--- config.mk ---
export PLATFORM = sky130hd
export DESIGN_NAME = flow_active_top
export DESIGN_NICKNAME = d
export VERILOG_FILES = /design/src/logic/flow_pkg.sv /design/src/logic/dat_if.sv /design/src/logic/imm_xfer_if.sv /design/src/logic/dat_lookup.sv /design/src/logic/imm_byte_formatter.sv /design/src/logic/flow_sequencer.sv /design/src/logic/flow_active_top.sv
export SDC_FILE = /design/constraint.sdc
export NUM_CORES = 1
export LEC_CHECK = 0
export ABC_AREA = 1
export BUFFER_PORTS_ARGS = -buffer_cell sky130_fd_sc_hd__buf_2
export CAP_MARGIN = 20
export CORE_ASPECT_RATIO = 2
export CORE_UTILIZATION = 44
export DETAILED_ROUTE_END_ITERATION = 12
export PLACE_DENSITY = 0.84
export SLEW_MARGIN = 5
export SYNTH_ARGS = -nofsm -noshare
export SYNTH_HDL_FRONTEND = slang
export SYNTH_SLANG_ARGS = --single-unit
--- constraint.sdc ---
create_clock -name clk_i -period 3.65 [get_ports clk_i]
set_input_delay 0 -clock clk_i [delete_from_list [all_inputs] [get_ports clk_i]]
set_output_delay 0 -clock clk_i [all_outputs]
set_load 0.01 [all_outputs]
--- src/logic/flow_pkg.sv ---
// ################################################
// Descriptor, DAT and response layouts of the command flow
// Only the fields used by the immediate I2C write path are named
// ################################################
`default_nettype none

package flow_pkg;

  // Command attribute field of every descriptor
  typedef enum logic [2:0] {
    cmd_attr_regular          = 3'd0,
    cmd_attr_immediate        = 3'd1,
    cmd_attr_addr_assign      = 3'd2,
    cmd_attr_combo            = 3'd3,
    cmd_attr_internal_control = 3'd7
  } cmd_attr_e;

  // Fields common to all command types
  typedef struct packed {
    logic [63:30] rsvd_63_30;
    logic         rnw;
    logic [28:21] rsvd_28_21;
    logic [4:0]   dev_idx;
    logic [15:7]  rsvd_15_7;
    logic [3:0]   tid;
    cmd_attr_e    attr;
  } cmd_generic_t;

  // Immediate data transfer, up to four bytes inside the descriptor
  typedef struct packed {
    logic [7:0]   data_byte4;
    logic [7:0]   data_byte3;
    logic [7:0]   data_byte2;
    logic [7:0]   def_or_data_byte1;
    logic         toc;
    logic [30:26] rsvd_30_26;
    logic [2:0]   dtt;
    logic [22:7]  rsvd_22_7;
    logic [3:0]   tid;
    cmd_attr_e    attr;
  } cmd_imm_t;

  typedef union packed {
    cmd_generic_t generic;
    cmd_imm_t     imm;
  } cmd_desc_u;

  typedef struct packed {
    logic [63:32] rsvd_63_32;
    logic         device;
    logic [30:7]  rsvd_30_7;
    logic [6:0]   static_address;
  } dat_entry_t;

  typedef enum logic [3:0] {
    resp_success       = 4'h0,
    resp_not_supported = 4'hC
  } resp_err_e;

  typedef struct packed {
    resp_err_e   err_status;
    logic [3:0]  tid;
    logic [7:0]  rsvd_23_16;
    logic [15:0] data_length;
  } resp_desc_t;

  // Target address byte only, no broadcast address in front
  localparam int unsigned bytes_before_imm_data = 1;

endpackage

`default_nettype wire

--- src/logic/dat_if.sv ---
// ################################################
// One DAT read in flight at a time
// ################################################
`timescale 1ns/1ns
`default_nettype none

interface dat_if #(
  parameter int unsigned dat_depth = 32
) ();

  localparam int unsigned idx_w = $clog2(dat_depth);

  // Single cycle request, index held until done
  logic                   req;
  logic [idx_w-1:0]       index;
  logic                   done;
  flow_pkg::dat_entry_t   entry;

  modport sequencer (output req, output index, input done, input entry);
  modport lookup (input req, input index, output done, output entry);

endinterface

`default_nettype wire

--- src/logic/imm_xfer_if.sv ---
// ################################################
// Start is a single pulse, inputs held until done
// Data length is at most 4 bytes
// ################################################
`timescale 1ns/1ns
`default_nettype none

interface imm_xfer_if ();

  logic               start;
  flow_pkg::cmd_imm_t desc;
  logic [6:0]         static_addr;
  // Payload bytes after the address, defining byte excluded
  logic [2:0]         data_len;
  logic               done;

  modport sequencer (
    output start,
    output desc,
    output static_addr,
    output data_len,
    input  done
  );

  modport formatter (
    input  start,
    input  desc,
    input  static_addr,
    input  data_len,
    output done
  );

endinterface

`default_nettype wire

--- src/logic/dat_lookup.sv ---
// ################################################
// Table must return read data one cycle after the request
// ################################################
`timescale 1ns/1ns
`default_nettype none

module dat_lookup #(
  parameter int unsigned dat_depth = 32
) (
  input  wire logic                         clk_i,
  input  wire logic                         rst_ni,
  dat_if.lookup                             dat,
  output logic                              dat_read_valid_o,
  output logic [$clog2(dat_depth)-1:0]      dat_index_o,
  input  wire logic [63:0]                  dat_rdata_i
);

  logic                 rd_pending_q;
  logic                 done_q;
  flow_pkg::dat_entry_t entry_q;

  // Request goes straight to the table
  assign dat_read_valid_o = dat.req;
  assign dat_index_o      = dat.index;

  always_ff @(posedge clk_i or negedge rst_ni) begin
    if (!rst_ni) begin
      rd_pending_q <= 1'b0;
      done_q       <= 1'b0;
    end else begin
      rd_pending_q <= dat.req;
      done_q       <= rd_pending_q;
    end
  end

  // Entry stays valid until the next read
  always_ff @(posedge clk_i) begin
    if (rd_pending_q) begin
      entry_q <= flow_pkg::dat_entry_t'(dat_rdata_i);
    end
  end

  assign dat.done  = done_q;
  assign dat.entry = entry_q;

endmodule

`default_nettype wire

--- src/logic/imm_byte_formatter.sv ---
// ################################################
// Write direction only, read bit of the address byte is 0
// ################################################
`timescale 1ns/1ns
`default_nettype none

module imm_byte_formatter (
  input  wire logic  clk_i,
  input  wire logic  rst_ni,
  imm_xfer_if.formatter xfer,
  output logic       fmt_valid_o,
  input  wire logic  fmt_ready_i,
  output logic [7:0] fmt_byte_o,
  output logic       fmt_start_o,
  output logic       fmt_stop_o
);

  logic       busy_q;
  logic       done_q;
  logic [2:0] cnt_q;
  logic [2:0] last_cnt;
  logic [2:0] data_sel;
  logic       use_def_byte;
  logic       handshake;
  logic       last_byte;

  // DTT of 5 to 7 puts a defining byte in data byte 1
  assign use_def_byte = xfer.desc.dtt > 3'd4;

  assign last_cnt  = xfer.data_len + 3'(flow_pkg::bytes_before_imm_data) - 3'd1;
  assign last_byte = cnt_q == last_cnt;
  assign handshake = busy_q & fmt_ready_i;

  // Position among data bytes 1 to 4
  assign data_sel = cnt_q - 3'(flow_pkg::bytes_before_imm_data) + {2'b00, use_def_byte};

  always_comb begin
    if (cnt_q < 3'(flow_pkg::bytes_before_imm_data)) begin
      fmt_byte_o = {xfer.static_addr, 1'b0};
    end else begin
      case (data_sel)
        3'd0:    fmt_byte_o = xfer.desc.def_or_data_byte1;
        3'd1:    fmt_byte_o = xfer.desc.data_byte2;
        3'd2:    fmt_byte_o = xfer.desc.data_byte3;
        3'd3:    fmt_byte_o = xfer.desc.data_byte4;
        default: fmt_byte_o = 8'h00;
      endcase
    end
  end

  assign fmt_valid_o = busy_q;
  assign fmt_start_o = cnt_q == 3'd0;
  // Stop only if the command asks for it
  assign fmt_stop_o  = last_byte & xfer.desc.toc;

  always_ff @(posedge clk_i or negedge rst_ni) begin
    if (!rst_ni) begin
      busy_q <= 1'b0;
      cnt_q  <= 3'd0;
      done_q <= 1'b0;
    end else begin
      done_q <= handshake & last_byte;
      if (xfer.start) begin
        busy_q <= 1'b1;
        cnt_q  <= 3'd0;
      end else if (handshake) begin
        if (last_byte) begin
          busy_q <= 1'b0;
          cnt_q  <= 3'd0;
        end else begin
          cnt_q <= cnt_q + 3'd1;
        end
      end
    end
  end

  assign xfer.done = done_q;

endmodule

`default_nettype wire

--- src/logic/flow_sequencer.sv ---
// ################################################
// Only immediate writes to legacy I2C devices reach the bus
// Anything else is answered with not_supported
// ################################################
`timescale 1ns/1ns
`default_nettype none

module flow_sequencer #(
  parameter int unsigned dat_depth = 32
) (
  input  wire logic                 clk_i,
  input  wire logic                 rst_ni,
  input  wire logic                 fsm_en_i,
  output logic                      fsm_idle_o,
  input  wire logic                 cmd_queue_rvalid_i,
  output logic                      cmd_queue_rready_o,
  input  wire flow_pkg::cmd_desc_u  cmd_queue_rdata_i,
  dat_if.sequencer                  dat,
  imm_xfer_if.sequencer             xfer,
  output logic                      resp_queue_wvalid_o,
  input  wire logic                 resp_queue_wready_i,
  output flow_pkg::resp_desc_t      resp_queue_wdata_o
);

  localparam int unsigned idx_w = $clog2(dat_depth);

  typedef enum logic [2:0] {
    st_idle,
    st_wait_cmd,
    st_fetch_dat,
    st_xfer,
    st_write_resp
  } state_e;

  state_e              state_q, state_d;
  flow_pkg::cmd_desc_u desc_q;
  flow_pkg::resp_err_e status_q, status_d;
  logic                dat_req_q;
  logic                cmd_accept;
  logic                dispatch;
  logic [2:0]          dtt;

  assign cmd_accept = cmd_queue_rvalid_i & cmd_queue_rready_o;
  assign dtt        = desc_q.imm.dtt;

  // Bus traffic only for immediate commands to I2C devices
  assign dispatch = (desc_q.generic.attr == flow_pkg::cmd_attr_immediate) & dat.entry.device;

  assign fsm_idle_o          = state_q == st_idle;
  assign cmd_queue_rready_o  = state_q == st_wait_cmd;
  assign resp_queue_wvalid_o = state_q == st_write_resp;

  // DAT read one cycle after acceptance
  assign dat.req   = dat_req_q;
  assign dat.index = idx_w'(desc_q.generic.dev_idx);

  assign xfer.start       = (state_q == st_fetch_dat) & dat.done & dispatch;
  assign xfer.desc        = desc_q.imm;
  assign xfer.static_addr = dat.entry.static_address;
  assign xfer.data_len    = (dtt > 3'd4) ? dtt - 3'd5 : dtt;

  always_comb begin
    resp_queue_wdata_o.err_status  = status_q;
    resp_queue_wdata_o.tid         = desc_q.generic.tid;
    resp_queue_wdata_o.rsvd_23_16  = 8'h00;
    // Nothing is read back
    resp_queue_wdata_o.data_length = 16'h0000;
  end

  always_comb begin
    state_d  = state_q;
    status_d = status_q;
    case (state_q)
      st_idle: begin
        if (fsm_en_i) begin
          state_d = st_wait_cmd;
        end
      end
      st_wait_cmd: begin
        if (cmd_accept) begin
          state_d = st_fetch_dat;
        end
      end
      st_fetch_dat: begin
        if (dat.done) begin
          if (dispatch) begin
            state_d  = st_xfer;
            status_d = flow_pkg::resp_success;
          end else begin
            state_d  = st_write_resp;
            status_d = flow_pkg::resp_not_supported;
          end
        end
      end
      st_xfer: begin
        if (xfer.done) begin
          state_d = st_write_resp;
        end
      end
      st_write_resp: begin
        if (resp_queue_wready_i) begin
          state_d = st_idle;
        end
      end
      default: state_d = st_idle;
    endcase
  end

  always_ff @(posedge clk_i or negedge rst_ni) begin
    if (!rst_ni) begin
      state_q   <= st_idle;
      status_q  <= flow_pkg::resp_success;
      dat_req_q <= 1'b0;
    end else begin
      state_q   <= state_d;
      status_q  <= status_d;
      dat_req_q <= cmd_accept;
    end
  end

  always_ff @(posedge clk_i) begin
    if (cmd_accept) begin
      desc_q <= cmd_queue_rdata_i;
    end
  end

endmodule

`default_nettype wire

--- src/logic/flow_active_top.sv ---
// ################################################
// External DAT answers reads one cycle after the request
// ################################################
`timescale 1ns/1ns
`default_nettype none

module flow_active_top #(
  parameter int unsigned dat_depth = 32
) (
  input  wire logic                         clk_i,
  input  wire logic                         rst_ni,
  input  wire logic                         fsm_en_i,
  output logic                              fsm_idle_o,
  input  wire logic                         cmd_queue_rvalid_i,
  output logic                              cmd_queue_rready_o,
  input  wire logic [63:0]                  cmd_queue_rdata_i,
  output logic                              dat_read_valid_o,
  output logic [$clog2(dat_depth)-1:0]      dat_index_o,
  input  wire logic [63:0]                  dat_rdata_i,
  output logic                              fmt_valid_o,
  input  wire logic                         fmt_ready_i,
  output logic [7:0]                        fmt_byte_o,
  output logic                              fmt_start_o,
  output logic                              fmt_stop_o,
  output logic                              resp_queue_wvalid_o,
  input  wire logic                         resp_queue_wready_i,
  output logic [31:0]                       resp_queue_wdata_o
);

  dat_if #(.dat_depth(dat_depth)) dat_bus ();
  imm_xfer_if xfer_bus ();

  flow_sequencer #(
    .dat_depth(dat_depth)
  ) flow_sequencer_i (
    .clk_i               (clk_i),
    .rst_ni              (rst_ni),
    .fsm_en_i            (fsm_en_i),
    .fsm_idle_o          (fsm_idle_o),
    .cmd_queue_rvalid_i  (cmd_queue_rvalid_i),
    .cmd_queue_rready_o  (cmd_queue_rready_o),
    .cmd_queue_rdata_i   (cmd_queue_rdata_i),
    .dat                 (dat_bus.sequencer),
    .xfer                (xfer_bus.sequencer),
    .resp_queue_wvalid_o (resp_queue_wvalid_o),
    .resp_queue_wready_i (resp_queue_wready_i),
    .resp_queue_wdata_o  (resp_queue_wdata_o)
  );

  dat_lookup #(
    .dat_depth(dat_depth)
  ) dat_lookup_i (
    .clk_i            (clk_i),
    .rst_ni           (rst_ni),
    .dat              (dat_bus.lookup),
    .dat_read_valid_o (dat_read_valid_o),
    .dat_index_o      (dat_index_o),
    .dat_rdata_i      (dat_rdata_i)
  );

  imm_byte_formatter imm_byte_formatter_i (
    .clk_i       (clk_i),
    .rst_ni      (rst_ni),
    .xfer        (xfer_bus.formatter),
    .fmt_valid_o (fmt_valid_o),
    .fmt_ready_i (fmt_ready_i),
    .fmt_byte_o  (fmt_byte_o),
    .fmt_start_o (fmt_start_o),
    .fmt_stop_o  (fmt_stop_o)
  );

endmodule

`default_nettype wire

==> results of run 1 <==
[routing by layer]
metal / GRT usage / up-vias / share of wire
met5: 0 / - / 0
met4: 0.115 / 0 / 0.029
met3: 0.0458 / 17 / 0.058
met2: 0.376 / 138 / 0.56
met1: 0.213 / 1088 / 0.35
li1: - / 1160 / -
[critical path, cell delays in order (launching register included)]
cell and delay (ps):
edfxtp_1 380, inv_1 80, ha_1 210, inv_1 60, ha_1 220, inv_2 80
ha_1 190, ha_1 240, xnor2_4 630, nand3_1 160, nand2_1 160, o21ai_1 70
nand2_1 90, buf_2 140
[metrics by stage]
stage,power (mW),utilization
detailed placement,2.29,0.504
CTS,3.18,0.633
global placement,2.23,0.504
floorplan,2.01,-
global route,3.38,0.633
finish,3.19,0.633
[cell usage after synthesis]
library cell	instances
nor2_1	12
nand4_1	4
buf_6	4
buf_4	36
nor3_1	1
xnor2_4	1
nand2_2	2
a21oi_1	1
o21ai_1	10
xor2_1	1
dfrtp_1	12
inv_1	17
nor3_2	2
o21bai_1	1
ha_1	7
edfxtp_1	56
nor2_2	3
conb_1	1
inv_2	5
nand3_1	37
nand2_1	62
and2_1	1
xnor2_1	1
[layout make-up]
class / instances / share of cell area
repair buffers: 147 / 0.237
inverters: 22 / 0.0189
well taps: 90 / 0.0258
clock buffers: 13 / 0.0574
flip-flops and latches: 68 / 0.455
clock inverters: 3 / 0.0106
multi-input cells: 172 / 0.195
[power by group through the flow]
stage / clock network, mW / logic, mW / registers (mW)
after CTS: 0.852 / 1.21 / 1.12
after global routing: 0.881 / 1.36 / 1.14
after floorplan: 0 / 0.903 / 1.11
after global placement: 0 / 1.11 / 1.13
final: 0.849 / 1.23 / 1.12
after detailed placement: 0 / 1.15 / 1.13
[cells by family after synthesis]
family / after synthesis
xor gates and xnor gates: 3
adders and majority gates: 7
DFF: 68
and+or+nand+nor: 124
AOI/OAI and AO/OA: 12
other: 1
buffers and inverters: 62
[path summary, 6_finish.rpt]
check,from,to,slack [ps],cells past startpoint
worst max-delay path,flow_sequencer_i.xfer.desc[23]$_DFFE_PP_,fmt_byte_o[5],620,13
worst min-delay path,cmd_queue_rvalid_i,flow_sequencer_i.dat.req$_DFF_PN0_,70,3
worst max register to register,flow_sequencer_i.state_q[0]$_DFFE_PN0P_,flow_sequencer_i.xfer.desc[24]$_DFFE_PP_,1640,3
worst min register to register,flow_sequencer_i.dat.req$_DFF_PN0_,dat_lookup_i.rd_pending_q$_DFF_PN0_,380,0
max in group asynchronous,rst_ni,flow_sequencer_i.status_q[2]$_DFFE_PN0P_,3340,2
min in group asynchronous,rst_ni,flow_sequencer_i.dat.req$_DFF_PN0_,90,2
[registers in the layout (all words and copies together) (netlist names)]
register and flops:
flow_sequencer_i.xfer.desc 48, flow_sequencer_i.state_q 3, dat_lookup_i.dat.entry 8, imm_byte_formatter_i.xfer.done 1
imm_byte_formatter_i.cnt_q 3, imm_byte_formatter_i.fmt_valid_o 1, flow_sequencer_i.dat.req 1, flow_sequencer_i.status_q 1
dat_lookup_i.rd_pending_q 1, dat_lookup_i.dat.done 1
==> run_results.csv, run 1 <==
group,metric,value,unit
outcome,status,"complete, no violations",
final_layout,regArea,1980,um^2
cts,cts_hold_buf,59,
final_layout,layout_commonest_cell,"buf_2",
power_and_ir_drop,powerDensity,733,nW/um^2
timing,fin_crit_sh,0.831,
drt,vias_per_cell,4.67,
die,initial_core_util,0.454,
global_route,grt_pass1_vias,2464,
synthesis,synth_mux_area_frac,0,
critical_path,required,3650,ps
die,ios,186,
global_route,grt_overflow,0,
synthesis,synth.distinct_cells,23,
place,place_ws,964,ps
drt,via_count,2403,
die,die_h,121,um
final_layout,multi_input_area,851,um^2
global_route,grt_max_degree,33,
timing,hold_viol_final,0,
cts,cts.repair.resized,0,
place,numPortBuffers,87,
place,place_inst,440,
job,maxCapViolCount,0,
final_layout,diodes,0,
final_layout,drive_gt1_frac,0.271,
synthesis,netlist.area_leader.share,0.537,
global_route,grt_pass1_wl,11100,um
final_layout,fill_cells,524,
timing,slew_headroom,0.508,
die,fp.coreArea,6890,um^2
timing,fin_ws,617,ps
synthesis,synthTopCellsByArea,"edfxtp_1 (54%), dfrtp_1 (9.6%), buf_4 (8.6%)",
place,dpl-instance-area,3470,um^2
timing,worstMarginPinSlew,738,ps
timing,rsz0062_at_grt,"false",
cts,htree_num_levels,3,
timing,final_max_slew_viol_count,0,
timing,finalSetupViolCount,0,
final_layout,area_growth,39.3,%
synthesis,syn-cell-area,3130,um^2
critical_path,start_kind,"register",
synthesis,synth.avg_cell_area,11.3,um^2
synthesis,synthXorXnorAreaFrac,0.0144,
critical_path,crit_path_end_kind,"output port",
synthesis,synth_adder_area_share,0.0280,
synthesis,synth-seq-area-share,0.633,
die,rows,43,
synthesis,synth_cells,277,
timing,fin_tns_setup,0,ps
critical_path,critical_path_arrival,3030,ps
drt,drc_errors,0,
cts,cts.sinks,68,
place,dpl.hpwl,4320,um
critical_path,crit_type,"reg2out",
power_and_ir_drop,seq_power_share,0.351,
synthesis,ys_ff_latch,68,
timing,max_freq,330,MHz
cts,post-cts-setup-buffer-count,0,
die,dieArea,7470,um^2
timing,holdWs,66.8,ps
timing,min_period,3030,ps
synthesis,synth_compound_area_frac,0.0200,
final_layout,finalNetCount,561,
drt,ant_nets,0,
synthesis,synth_top_area_cell,"edfxtp_1",
global_route,antenna_found_initial,0,
cts,clk_path_buf_depth,2,
cts,clk_latency,320,ps
synthesis,synth_simple_gate_area_frac,0.176,
cts,cts-root-buf,"clkbuf_16",
die,die_w,61.6,um
cts,cts_buffers,9,
critical_path,cp_max_fo,32,
power_and_ir_drop,p_comb_frac,0.384,
final_layout,fin_cells,515,
power_and_ir_drop,worst_ir_drop_vdd,0.000534,V
power_and_ir_drop,switching_share,0.371,
timing,clock_skew,7.03,ps
cts,clk_pin_slew_worst_paths,60,ps
final_layout,layout_common_cells,"buf_2 (87), nand2_1 (62), dlygate4sd3_1 (59)",
power_and_ir_drop,p_leak,2.02,nW
drt,first_pass_iters,4,
synthesis,synth_top_family_by_area,"simple AND/OR/NAND/NOR gates",
global_route,gr-usage-all-layers,0.211,
cts,cts_tree,"built",
place,gp_congestion,0.819,
power_and_ir_drop,p_clk_frac,0.266,
power_and_ir_drop,internal_power,2.01,mW
drt,first_iter_violations,135,
min_path,hold_class,"in2reg",
drt,wl_per_cell,14.0,um
power_and_ir_drop,power.net_switching,1.18,mW
drt,routed_wl,7230,um
final_layout,fin_area,4360,um^2
synthesis,yosys_warnings,0,
Note: power is estimated with default switching activity, not from simulation.
==> inputs of run 2 (changes only) <==
Settings changed: CORE_UTILIZATION 44 to 39, PLACE_DENSITY 0.84 to 0.79.
Clock period 3.65 ns to 2.55 ns, I/O delays scaled along.
==> run_results.csv, run 2 (synthesized netlist as in run 1, its figures left out) <==
group,metric,value,unit
outcome,status,"complete, no violations",
drt,via_count,2382,
die,dieArea,8410,um^2
critical_path,cp_max_fo,16,
global_route,gr-usage-all-layers,0.187,
timing,fin_crit_sh,0.949,
cts,clk_path_buf_depth,2,
final_layout,diodes,0,
power_and_ir_drop,powerDensity,1090,nW/um^2
place,gp_congestion,0.783,
critical_path,slowest_stage,"edfxtp_1",
cts,cts-root-buf,"clkbuf_16",
final_layout,fin_cells,525,
final_layout,layout_common_cells,"buf_2 (86), nand2_1 (59), dlygate4sd3_1 (59)",
final_layout,multi_input_area,923,um^2
timing,worstMarginPinSlew,608,ps
drt,wl_per_cell,13.7,um
critical_path,critical-path-max-stage-delay,370,ps
timing,final_max_slew_viol_count,0,
global_route,grt_max_degree,50,
critical_path,critical_path_arrival,2420,ps
power_and_ir_drop,switching_share,0.359,
global_route,grt_pass1_vias,2399,
global_route,grt_pass1_wl,11300,um
final_layout,final_core_util,0.591,
critical_path,crit_family,"adder cells",
power_and_ir_drop,p_leak,2.07,nW
global_route,antenna_found_initial,0,
drt,first_iter_violations,102,
final_layout,drive_gt1_frac,0.306,
die,ios,186,
drt,drc_errors,0,
drt,vias_per_cell,4.54,
critical_path,start_kind,"register",
die,rows,45,
drt,first_pass_iters,4,
place,dpl.hpwl,4500,um
job,maxCapViolCount,0,
power_and_ir_drop,p_comb_frac,0.418,
power_and_ir_drop,worst_ir_drop_vdd,0.000661,V
critical_path,crit_path_end_kind,"output port",
cts,htree_num_levels,3,
final_layout,fill_cells,651,
cts,cts_buffers,9,
min_path,hold_class,"in2async",
critical_path,crit_type,"reg2out",
global_route,grt_overflow,0,
timing,fin_tns_setup,0,ps
timing,clock_skew,7.25,ps
power_and_ir_drop,p_clk_frac,0.257,
drt,ant_nets,0,
critical_path,worst_path_most_repeated_cell,"ha_4",
final_layout,largest_reg_flops,48,
cts,cts.sinks,68,
place,place_inst,447,
timing,min_period,2420,ps
power_and_ir_drop,seq_power_share,0.325,
power_and_ir_drop,internal_power,3.16,mW
die,initial_core_util,0.409,
critical_path,path_buf_inv,5,
timing,finalSetupViolCount,0,
die,die_w,65.3,um
final_layout,layout_commonest_cell,"buf_2",
final_layout,regArea,1980,um^2
timing,slew_headroom,0.595,
place,numPortBuffers,87,
cts,clk_pin_slew_worst_paths,50,ps
cts,cts_tree,"built",
critical_path,cp_cell_sequence,"inv_2 > ha_4 > inv_2 > ha_4 > inv_4 > ha_4 > ha_4 > xnor2_4 > buf_12 > nand3_1 > nand2_2 > o21ai_1 > nand2_1 > buf_2",
final_layout,finalNetCount,567,
timing,hold_viol_final,0,
cts,clk_latency,320,ps
power_and_ir_drop,power.net_switching,1.77,mW
die,fp.coreArea,7660,um^2
timing,max_freq,413,MHz
drt,routed_wl,7180,um
critical_path,required,2550,ps
die,die_h,129,um
final_layout,area_growth,44.6,%
-- run 2: metrics by stage --
step                      hold slack, ps  worst slack [ps]  cell area [um^2]  power [mW]
after floorplan                     -296               242              3230        2.88
after global placement              -113               271              3510        3.34
after detailed placement            -101               202              3510        3.40
after CTS                           85.9              24.5              4500        4.97
after global routing                 109             -3.53              4520        5.26
final                               82.2               129              4520        4.93
-- run 2: power by group through the flow --
stage,Clock [mW],Combinational (mW),Sequential [mW]
after floorplan,0,1.29,1.58
after global placement,0,1.73,1.61
after detailed placement,0,1.78,1.62
after CTS,1.29,2.08,1.60
after global routing,1.34,2.29,1.63
final,1.27,2.06,1.60
-- run 2: metal layers --
metal,part of all wire,vias up,global-route usage,wire length [um]
li1,-,1169,-,-
met1,0.35,1100,0.185,2530
met2,0.57,96,0.348,4080
met3,0.048,17,0.0355,345
met4,0.032,0,0.106,230
met5,0,-,0,0
-- run 2: cell type report --
class,count,area share
sequential,68,0.438
timing repair buffer,153,0.245
multi-input combinational,172,0.204
clock buffer,9,0.0498
tap,94,0.0260
inverter,22,0.0188
clock inverter,7,0.0180
-- run 2: worst register-to-register path, delay by kind of cell, from the launching register on --
kind | cells | cell delay [ps]
adders and majority gates | 2 | 310
buffers and inverters | 3 | 210
AOI/OAI and AO/OA | 1 | 180
DFF | 1 | 410
and+or+nand+nor | 6 | 530
-- run 2: what timing repair did --
| item | CTS | global route |
|---|---|---|
| hold buffers | 59 | 0 |
| endpoints found under the setup margin | 8 | 8 |
| cloned | 1 | 0 |
| pin swaps | 1 | 7 |
| buffers inserted | 2 | 1 |
| resized for setup | 9 | 10 |
| hold endpoints to repair | 70 | 0 |
-- run 2: path summary, 6_finish.rpt --
path	cells past startpoint	from	slack (ps)	to
worst max-delay path	14	flow_sequencer_i.xfer.desc[23]$_DFFE_PP_	130	fmt_byte_o[4]
worst min-delay path	2	rst_ni	80	imm_byte_formatter_i.fmt_valid_o$_DFFE_PN0P_
worst max register to register	12	flow_sequencer_i.xfer.desc[23]$_DFFE_PP_	810	imm_byte_formatter_i.fmt_valid_o$_DFFE_PN0P_
worst min register to register	0	flow_sequencer_i.dat.req$_DFF_PN0_	390	dat_lookup_i.rd_pending_q$_DFF_PN0_
max in group asynchronous	2	rst_ni	2240	imm_byte_formatter_i.cnt_q[0]$_DFFE_PN0P_
min in group clk_i	4	cmd_queue_rvalid_i	110	flow_sequencer_i.state_q[0]$_DFFE_PN0P_
==> inputs of run 3 (changes only) <==
Settings changed: CORE_ASPECT_RATIO 2 to not set.
==> run_results.csv, run 3 (synthesized netlist as in run 1, its figures left out) <==
group,metric,value,unit
timing,fin_crit_sh,0.957,
min_path,hold_class,"in2async",
final_layout,finalNetCount,568,
place,dpl.hpwl,4240,um
die,rows,32,
cts,htree_num_levels,3,
drt,vias_per_cell,4.47,
critical_path,critical_path_arrival,2440,ps
timing,max_freq,410,MHz
critical_path,crit_path_end_kind,"output port",
final_layout,fin_area,4500,um^2
timing,clock_skew,6.43,ps
critical_path,start_kind,"register",
global_route,grt_max_degree,39,
global_route,grt_pass1_vias,2496,
final_layout,fill_cells,610,
final_layout,layout_commonest_cell,"buf_2",
place,place_inst,455,
drt,drc_errors,0,
critical_path,crit_type,"reg2out",
place,dpl-instance-area,3530,um^2
die,ios,186,
final_layout,layout_common_cells,"buf_2 (87), nand2_1 (60), dlygate4sd3_1 (60)",
power_and_ir_drop,p_leak,2.06,nW
cts,clk_pin_slew_worst_paths,70,ps
cts,cts-root-buf,"clkbuf_8",
place,numPortBuffers,87,
timing,final_max_slew_viol_count,0,
global_route,antenna_found_initial,0,
cts,clk_latency,340,ps
timing,finalSetupViolCount,0,
global_route,gr-usage-all-layers,0.189,
die,fp.coreArea,7730,um^2
place,gp_congestion,0.803,
timing,fin_tns_setup,0,ps
critical_path,required,2550,ps
critical_path,cp_max_fo,8,
timing,min_period,2440,ps
final_layout,multi_input_area,930,um^2
drt,wl_per_cell,13.9,um
die,die_h,91.6,um
power_and_ir_drop,powerDensity,1070,nW/um^2
final_layout,largest_reg_flops,48,
global_route,grt_overflow,0,
final_layout,diodes,0,
global_route,grt_pass1_wl,11700,um
drt,ant_nets,0,
cts,cts_tree,"built",
die,die_w,91.6,um
drt,first_iter_violations,107,
die,dieArea,8390,um^2
drt,routed_wl,7440,um
timing,holdWs,79.4,ps
drt,first_pass_iters,4,
drt,via_count,2389,
final_layout,area_growth,43.9,%
cts,cts_buffers,9,
final_layout,regArea,1980,um^2
final_layout,fin_cells,534,
cts,clk_path_buf_depth,2,
die,initial_core_util,0.405,
power_and_ir_drop,worst_ir_drop_vdd,0.000520,V
outcome,status,"complete, no violations",
cts,cts.sinks,68,
final_layout,final_core_util,0.583,
timing,hold_viol_final,0,
job,maxCapViolCount,0,
final_layout,drive_gt1_frac,0.317,
run 3: what timing repair did:
action | 4_1_cts | 5_1_grt
buffers inserted | 1 | 2
resized for setup | 8 | 12
pin swaps | 3 | 8
cloned | 0 | 0
hold buffers | 60 | 0
endpoints found under the hold margin | 71 | 0
endpoints found under the setup margin | 8 | 8
run 3: area by class of cell:
type,count,area share
timing repair buffer,154,0.248
multi-input combinational,172,0.206
tap,102,0.0283
inverter,22,0.0189
clock buffer,9,0.0275
clock inverter,7,0.0308
sequential,68,0.440
run 3: per-layer routing:
layer  vias up  wire length, um  track usage
met3        10              507       0.0611
met4         0               72       0.0608
met2       118             3900        0.343
met1      1090             2960        0.206
li1       1171                -            -
met5         -                0            0
run 3: path summary, 6_finish.rpt:
path	startpoint	end	slack, ps	cells after the start
min in group clk_i	fsm_en_i	flow_sequencer_i.state_q[2]$_DFFE_PN0P_	100	7
hold reg to reg	flow_sequencer_i.dat.req$_DFF_PN0_	dat_lookup_i.rd_pending_q$_DFF_PN0_	380	0
hold / removal	rst_ni	imm_byte_formatter_i.cnt_q[2]$_DFFE_PN0P_	80	2
max in group asynchronous	rst_ni	imm_byte_formatter_i.cnt_q[0]$_DFFE_PN0P_	2260	2
setup reg to reg	flow_sequencer_i.xfer.desc[23]$_DFFE_PP_	imm_byte_formatter_i.fmt_valid_o$_DFFE_PN0P_	810	11
setup / recovery	flow_sequencer_i.xfer.desc[23]$_DFFE_PP_	fmt_byte_o[6]	110	15
run 3: metrics by stage:
stage	total power [mW]	setup WS, ps
after floorplan	2.88	242
after global placement	3.34	252
after detailed placement	3.40	161
after CTS	4.70	14.1
after global routing	5.09	-33.9
final	4.80	109
run 3: power by group:
part	switching (mW)	leakage [nW]	internal, mW
clock network	0.411	0.133	0.747
registers	0.144	0.669	1.46
logic	1.22	1.25	0.818
total	1.77	2.06	3.02
run 3: worst max-delay path, stage by stage, from the launching register on:
cell      delay (ps)
edfxtp_1         390
inv_2             80
ha_4             160
inv_2             60
ha_4             150
inv_4             50
ha_4             150
ha_4             300
inv_2             50
nor2_4           100
buf_6            140
nand3_2           90
nand2_2           70
o21ai_1           60
nand2_1          120
buf_2            150
